### config.mk
export PLATFORM = sky130hd
export DESIGN_NAME = stats_top
export DESIGN_NICKNAME = d
export VERILOG_FILES = /design/src/stats_pkg.sv /design/src/stats_chan_if.sv /design/src/stats_dispatch.sv /design/src/stats_max.sv /design/src/stats_readout.sv /design/src/stats_top.sv
export VERILOG_INCLUDE_DIRS = /design/src /design/src/include
export SDC_FILE = /design/constraint.sdc
export NUM_CORES = 1
export LEC_CHECK = 0
export BUFFER_PORTS_ARGS = -buffer_cell sky130_fd_sc_hd__buf_2
export CORE_UTILIZATION = 35
export CTS_BUF_LIST = sky130_fd_sc_hd__clkbuf_8
export DETAILED_ROUTE_END_ITERATION = 6
export GPL_TIMING_DRIVEN = 0
export SYNTH_ARGS = -nofsm -noshare
export SYNTH_HDL_FRONTEND = slang
export SYNTH_HIERARCHICAL = 1
export SYNTH_SLANG_ARGS = --single-unit
### constraint.sdc
create_clock -name clk -period 2.15 [get_ports clk]
set_input_delay 0.1075 -clock clk [delete_from_list [all_inputs] [get_ports clk]]
set_output_delay 0.1075 -clock clk [all_outputs]
set_load 0.005 [all_outputs]
### src/include/stats_config.svh
`ifndef STATS_CONFIG_SVH
`define STATS_CONFIG_SVH

// Sample width in bits
`define STATS_WIDTH 8

// Number of independent channels
`define STATS_CHANNELS 4

// Bits compared per pipeline stage; must divide STATS_WIDTH
`define STATS_BITS_PER_STAGE 4

`endif

### src/stats_pkg.sv
`default_nettype none

`include "stats_config.svh"

package stats_pkg;

  localparam int WIDTH          = `STATS_WIDTH;
  localparam int CHANNELS       = `STATS_CHANNELS;
  localparam int BITS_PER_STAGE = `STATS_BITS_PER_STAGE;

  // One channel still needs a one-bit index
  localparam int CHAN_W = (CHANNELS > 1) ? $clog2(CHANNELS) : 1;

  // Compare stages in each tracker; 1 means a direct compare
  localparam int STAGES = WIDTH / BITS_PER_STAGE;

  typedef logic [WIDTH-1:0]  sample_t;
  typedef logic [CHAN_W-1:0] chan_t;

endpackage

`default_nettype wire

### src/stats_chan_if.sv
`timescale 1ns/1ns
`default_nettype none

// One channel's path from the dispatcher through a tracker to the readout
interface stats_chan_if;

  // Sample strobe for this channel
  logic               en;
  // Clear strobe, wins over en in the same cycle
  logic               clr;
  // Sample value, shared by all channels
  stats_pkg::sample_t val;
  // Running maximum since the last clear
  stats_pkg::sample_t max;

  modport feed  (output en, output clr, output val);
  modport unit  (input en, input clr, input val, output max);
  modport drain (input max);

endinterface

`default_nettype wire

### src/stats_dispatch.sv
`timescale 1ns/1ns
`default_nettype none

module stats_dispatch (
  input  wire                clk,
  input  wire                rst_n,
  input  wire                in_valid,
  input  stats_pkg::chan_t   in_chan,
  input  stats_pkg::sample_t in_data,
  input  wire                clr_valid,
  input  stats_pkg::chan_t   clr_chan,
  input  wire                clr_all,
  stats_chan_if.feed         chans [stats_pkg::CHANNELS]
);

  localparam int CHANNELS = stats_pkg::CHANNELS;

  // Decoded strobes, one bit per channel
  logic [CHANNELS-1:0] en_d;
  logic [CHANNELS-1:0] clr_d;

  logic [CHANNELS-1:0] en_q;
  logic [CHANNELS-1:0] clr_q;
  // Single copy of the sample, seen by every tracker
  stats_pkg::sample_t  val_q;

  always_comb begin
    for (int i = 0; i < CHANNELS; i++) begin
      en_d[i]  = in_valid && (in_chan == stats_pkg::chan_t'(i));
      // clr_all overrides the channel select
      clr_d[i] = clr_all || (clr_valid && (clr_chan == stats_pkg::chan_t'(i)));
    end
  end

  always_ff @(posedge clk) begin
    if (!rst_n) begin
      en_q  <= '0;
      clr_q <= '0;
    end else begin
      en_q  <= en_d;
      clr_q <= clr_d;
    end
  end

  // Payload only moves with a sample
  always_ff @(posedge clk) begin
    if (in_valid) begin
      val_q <= in_data;
    end
  end

  for (genvar i = 0; i < CHANNELS; i++) begin : g_chan
    assign chans[i].en  = en_q[i];
    assign chans[i].clr = clr_q[i];
    assign chans[i].val = val_q;
  end

endmodule

`default_nettype wire

### src/stats_max.sv
`timescale 1ns/1ns
`default_nettype none

module stats_max #(
  parameter int WIDTH          = stats_pkg::WIDTH,
  parameter int BITS_PER_STAGE = stats_pkg::BITS_PER_STAGE
) (
  input  wire        clk,
  input  wire        rst_n,
  stats_chan_if.unit ch
);

  localparam int STAGES = WIDTH / BITS_PER_STAGE;

  // Slices must tile the word exactly
  if (STAGES * BITS_PER_STAGE != WIDTH) begin : g_bad_split
    $error("BITS_PER_STAGE must divide WIDTH");
  end

  logic [WIDTH-1:0] max_q;

  if (STAGES == 1) begin : g_direct
    // Whole word compared in one cycle
    always_ff @(posedge clk) begin
      if (!rst_n || ch.clr) begin
        max_q <= '0;
      end else if (ch.en && (ch.val > max_q)) begin
        max_q <= ch.val;
      end
    end
  end else begin : g_pipe
    for (genvar s = 0; s < STAGES; s++) begin : g_stage
      // Stage 0 looks at the top slice
      localparam int HI = (STAGES - s) * BITS_PER_STAGE - 1;

      logic [WIDTH-1:0]          smp_in;
      logic                      vld_in;
      logic                      gt_in;
      logic [BITS_PER_STAGE-1:0] slc;
      logic [BITS_PER_STAGE-1:0] ref_slc;

      logic [WIDTH-1:0]          smp_q;
      logic                      vld_q;
      // Sample already known to beat the max at an upper slice
      logic                      gt_q;

      if (s == 0) begin : g_head
        assign smp_in = ch.val;
        assign vld_in = ch.en;
        assign gt_in  = 1'b0;
      end else begin : g_body
        assign smp_in = g_stage[s-1].smp_q;
        assign vld_in = g_stage[s-1].vld_q;
        assign gt_in  = g_stage[s-1].gt_q;
      end

      assign slc     = smp_in[HI -: BITS_PER_STAGE];
      // Compared against the max as it stands now, which only grows
      assign ref_slc = max_q[HI -: BITS_PER_STAGE];

      // Undecided and smaller here means it can never win, so drop it
      always_ff @(posedge clk) begin
        if (!rst_n || ch.clr) begin
          vld_q <= 1'b0;
        end else begin
          vld_q <= vld_in && (gt_in || (slc >= ref_slc));
        end
      end

      always_ff @(posedge clk) begin
        smp_q <= smp_in;
        gt_q  <= gt_in || (slc > ref_slc);
      end
    end

    // Final full compare; max may have grown while this sample was in flight.
    // Samples equal on every slice arrive with gt clear and are ignored
    always_ff @(posedge clk) begin
      if (!rst_n || ch.clr) begin
        max_q <= '0;
      end else if (g_stage[STAGES-1].vld_q && g_stage[STAGES-1].gt_q &&
                   (g_stage[STAGES-1].smp_q > max_q)) begin
        max_q <= g_stage[STAGES-1].smp_q;
      end
    end
  end

  assign ch.max = max_q;

endmodule

`default_nettype wire

### src/stats_readout.sv
`timescale 1ns/1ns
`default_nettype none

module stats_readout (
  input  wire                clk,
  input  wire                rst_n,
  input  wire                rd_en,
  input  stats_pkg::chan_t   rd_chan,
  stats_chan_if.drain        chans [stats_pkg::CHANNELS],
  output stats_pkg::sample_t rd_data,
  output logic               rd_valid
);

  localparam int CHANNELS = stats_pkg::CHANNELS;
  // Every index value has an entry, unused ones read as zero
  localparam int SLOTS    = 2 ** stats_pkg::CHAN_W;

  stats_pkg::sample_t max_arr [SLOTS];

  for (genvar i = 0; i < SLOTS; i++) begin : g_slot
    if (i < CHANNELS) begin : g_used
      assign max_arr[i] = chans[i].max;
    end else begin : g_unused
      assign max_arr[i] = '0;
    end
  end

  // One-cycle pulse per read
  always_ff @(posedge clk) begin
    if (!rst_n) begin
      rd_valid <= 1'b0;
    end else begin
      rd_valid <= rd_en;
    end
  end

  // Holds the last value read until the next read
  always_ff @(posedge clk) begin
    if (rd_en) begin
      rd_data <= max_arr[rd_chan];
    end
  end

endmodule

`default_nettype wire

### src/stats_top.sv
`timescale 1ns/1ns
`default_nettype none

`include "stats_config.svh"

module stats_top (
  input  wire                clk,
  input  wire                rst_n,

  // Tagged sample strobe
  input  wire                in_valid,
  input  stats_pkg::chan_t   in_chan,
  input  stats_pkg::sample_t in_data,

  // Clears, one channel or all
  input  wire                clr_valid,
  input  stats_pkg::chan_t   clr_chan,
  input  wire                clr_all,

  // Host read port, answered one cycle later
  input  wire                rd_en,
  input  stats_pkg::chan_t   rd_chan,
  output stats_pkg::sample_t rd_data,
  output logic               rd_valid
);

  stats_chan_if chans [`STATS_CHANNELS] ();

  // Sample and clear decode
  stats_dispatch dispatch_i (
    .clk      (clk),
    .rst_n    (rst_n),
    .in_valid (in_valid),
    .in_chan  (in_chan),
    .in_data  (in_data),
    .clr_valid(clr_valid),
    .clr_chan (clr_chan),
    .clr_all  (clr_all),
    .chans    (chans)
  );

  // One tracker per channel
  for (genvar i = 0; i < `STATS_CHANNELS; i++) begin : g_max
    stats_max #(
      .WIDTH         (`STATS_WIDTH),
      .BITS_PER_STAGE(`STATS_BITS_PER_STAGE)
    ) max_i (
      .clk  (clk),
      .rst_n(rst_n),
      .ch   (chans[i])
    );
  end

  stats_readout readout_i (
    .clk     (clk),
    .rst_n   (rst_n),
    .rd_en   (rd_en),
    .rd_chan (rd_chan),
    .chans   (chans),
    .rd_data (rd_data),
    .rd_valid(rd_valid)
  );

endmodule

`default_nettype wire

==> results.yml <==
layout:
  nets: 673
  drive_gt1_frac: 0.1750
  stdcell_area_mm2: 0.006735
  nFillCells: 1566
  area_growth_pct: 16.89
  ff_latch_area_mm2: 0.002903
  finalNonFillerCells: 817
  multi_input_area_mm2: 0.002479
clock_tree:
  path_clk_slew_ns: 0.07
  root_buffer: "clkbuf_8"
  clock-sinks: 137
  cts_buffers: 17
  cts_htree_levels: 4
  insertion_delay_ns: 0.43
  clockBufferDepth: 2
  cts_tree: "built"
timing:
  slew_headroom: 0.6542
  fin_crit_ns: 1.888
  setup_viol: 0
  finalHoldViolCount: 0
  fin_worst_skew_ns: 0.01065
  fin_crit_sh: 0.8781
  final_max_slew_viol_count: 0
  timing.hold.ws_ns: 0.03722
  tns_ns: 0
  tightest_slew_ns: 0.5187
  grt_setup_unrepaired: "false"
  fmaxAchievable_mhz: 529.7
yosys:
  synth_fp_nets: 608
  yosys_warnings: 6
  postSynthAreaPerCell_um2: 11.00
  synth.top_cell.area_share: 0.4204
  synth_largest_area_cell: "dfxtp_1"
  synth.area.top_cells: "dfxtp_1 42%, ha_1 14%, edfxtp_1 8.3%"
  synth-seq-cells: 137
  synthDistinctLibCells: 27
  syn_inst: 524
  syn_area_mm2: 0.005762
  seq_area_frac_synth: 0.5038
placement:
  dpl.hpwl_um: 9471
  routabilityCongestion: 0.8610
  place_area_mm2: 0.006162
  port_buffers: 26
  dpl.cell_count: 766
critical_path:
  r2r_slack_ns: 0.26
  path_delay_family: "compound AO/OA/AOI/OAI gates"
  path_buf_inv: 1
  r2r-end: "g_max[3].max_i/ch.max[2]"
  r2r-start: "g_max[3].max_i/ch.max[6]"
  cp_slowest_cell: "dfxtp_1"
  crit_arrival_ns: 2.21
  cpPeakStageDelay_ns: 0.41
  startpoint_type: "flop"
  reg2reg_depth: 7
  crit_chain: "inv_1 > ha_1 > nand4_1 > o211ai_2 > o2111ai_2 > o21ai_0 > a21boi_1"
  endpoint_kind: "flop"
  worstSetupPathType: "reg2reg"
  crit_fanout: 8
  crit_required_ns: 2.47
min_path:
  hold_start: "in_valid"
  hp-class: "in2reg"
  worstHoldPathCells: 1
  holdPathEnd: "dispatch_i/chans[0].val[0]"
detailed_routing:
  drc: 0
  detail-route-antenna-nets: 0
  vias_per_cell: 4.917
  routed_wl_um: 12690
  first_pass_iters: 5
  wl_per_cell_um: 15.54
  drt_iter0_markers: 158
  num_vias: 4017
grt:
  first_global_vias: 4033
  grt.total_usage: 0.1615
  antenna_found_initial: 0
  grt_max_degree: 17
  grt_overflow_total: 0
  grt_pass1_wl_um: 20200
power:
  pwr_density_cell_mw_per_mm2: 777.4
  max-vdd-ir-drop_v: 0.0007394
  fin_total_pwr_mw: 5.236
  total_leakage_power_nw: 2.635
die:
  die-area_mm2: 0.01698
  rows: 46
  start_util: 0.3601
  core_area_mm2: 0.01600
  die_x_um: 130.3
  die_h_um: 130.3
  pin_count: 29
flow_run:
  maxCapViolations: 0
status:
  status: "complete, no violations"
## final cells by class
| type | count | area share |
|---|---|---|
| clock buffers | 23 | 0.04700 |
| multi-input cells | 312 | 0.3680 |
| diodes | 1 | 0.0003715 |
| clock inverters | 7 | 0.007988 |
| inverters | 45 | 0.02508 |
| repair buffers | 46 | 0.04904 |
| plain buffers | 30 | 0.03140 |
| well taps | 216 | 0.04013 |
| flip-flops and latches | 137 | 0.4310 |
## worst reg2reg max path, cell delays in order, from the launching register on
cell and delay, ns:
dfxtp_1 0.41, inv_1 0.11, ha_1 0.31, nand4_1 0.20, o211ai_2 0.14, o2111ai_2 0.28
o21ai_0 0.25, a21boi_1 0.09
## sequential cells by signal, indices dropped and copies added, names as in the netlist
| signal | count |
|---|---|
| readout_i/rd_valid | 1 |
| dispatch_i/en_q | 4 |
| g_max.max_i/g_pipe.g_stage.vld_q | 8 |
| readout_i/rd_data | 8 |
| g_max.max_i/ch.max | 32 |
| dispatch_i/clr_q | 4 |
| g_max.max_i/g_pipe.g_stage.smp_q | 64 |
| g_max.max_i/g_pipe.g_stage.gt_q | 8 |
| dispatch_i/chans.val | 8 |
## report_power, final
| part | switching (mW) | leakage (nW) | internal (mW) |
|---|---|---|---|
| Sequential | 0.0926 | 1.16 | 2.73 |
| Combinational | 0.237 | 1.26 | 0.233 |
| Clock | 0.879 | 0.210 | 1.07 |
| Total | 1.21 | 2.64 | 4.03 |
## Yosys cell counts
| cell type | n |
|---|---|
| a21boi_1 | 32 |
| a21oi_1 | 32 |
| and2_1 | 1 |
| and4_1 | 4 |
| buf_4 | 24 |
| buf_6 | 1 |
| clkbuf_1 | 4 |
| clkbuf_2 | 1 |
| dfxtp_1 | 121 |
| edfxtp_1 | 16 |
| ha_1 | 64 |
| inv_1 | 45 |
| mux4_2 | 8 |
| nand2_1 | 20 |
| nand2b_1 | 10 |
| nand3_1 | 33 |
| nand4_1 | 12 |
| nor2_1 | 6 |
| nor2b_1 | 16 |
| nor3_1 | 2 |
| o2111a_2 | 8 |
| o2111ai_2 | 8 |
| o211ai_2 | 4 |
| o21ai_0 | 36 |
| o21ai_1 | 8 |
| o21bai_1 | 4 |
| or2_1 | 4 |
## metal layers
layer | share of wire | vias up | global-route usage
li1 | - | 1992 | -
met1 | 0.47 | 1923 | 0.1984
met2 | 0.47 | 94 | 0.2681
met3 | 0.050 | 8 | 0.04961
met4 | 0.0079 | 0 | 0.05472
met5 | 0 | - | 0
## logic make-up (layout without fill, tap and decap cells)
| group | after synthesis | count (layout) | synth area share |
|---|---|---|---|
| flip-flops | 137 | 137 | 0.5038 |
| AO/OA/AOI/OAI | 132 | 132 | 0.1598 |
| AND/OR/NAND/NOR | 108 | 108 | 0.1001 |
| buffers and inverters | 75 | 151 | 0.06601 |
| adder cells (fa/ha/maj) | 64 | 64 | 0.1390 |
| multiplexers | 8 | 8 | 0.03127 |
| other | 0 | 1 | 0 |
## timing repair
item / in CTS / in global routing
gates resized for setup: 0 / 0
setup buffers: 0 / 0
hold buffers: 20 / 0
hold endpoints to repair: 17 / 0
## through the flow
| step | setup slack [ns] | utilization |
|---|---|---|
| floorplan | 0.6056 | - |
| global placement | 0.3097 | 0.3851 |
| detailed placement | 0.2723 | 0.3851 |
| CTS | 0.2650 | 0.4208 |
| global route | 0.1252 | 0.4208 |
| finish | 0.2620 | 0.4209 |
## cells in the final DEF (no fill, tap or decap), types with 2 or more instances in the layout
cell type	Yosys	routed
o211ai_2	4	4
o21ai_1	8	8
or2_1	4	4
buf_4	24	24
dlygate4sd3_1	0	20
a21boi_1	32	32
nand2_1	20	20
clkbuf_1	4	4
clkbuf_8	0	23
nor2_1	6	6
nand2b_1	10	10
nor2b_1	16	16
buf_2	0	26
and4_1	4	4
o2111a_2	8	8
a21oi_1	32	32
o21ai_0	36	36
nand3_1	33	33
nor3_1	2	2
inv_1	45	50
nand4_1	12	12
mux4_2	8	8
edfxtp_1	16	16
o2111ai_2	8	8
dfxtp_1	121	121
o21bai_1	4	4
ha_1	64	64
## how the worst max path moves through the flow
stage,startpoint,to,slack (ns),depth (start not counted)
CTS,g_max[3].max_i/ch.max[7],g_max[3].max_i/ch.max[4],0.26,7
detailed placement,g_max[3].max_i/ch.max[7],g_max[3].max_i/ch.max[1],0.27,7
global route,g_max[3].max_i/ch.max[7],g_max[3].max_i/ch.max[2],0.13,7
global placement,g_max[3].max_i/ch.max[7],g_max[3].max_i/ch.max[2],0.31,7
floorplan,g_max[0].max_i/ch.max[7],g_max[0].max_i/ch.max[1],0.61,7
finish,g_max[3].max_i/ch.max[6],g_max[3].max_i/ch.max[2],0.26,7
(Power assumes the default switching activity.)
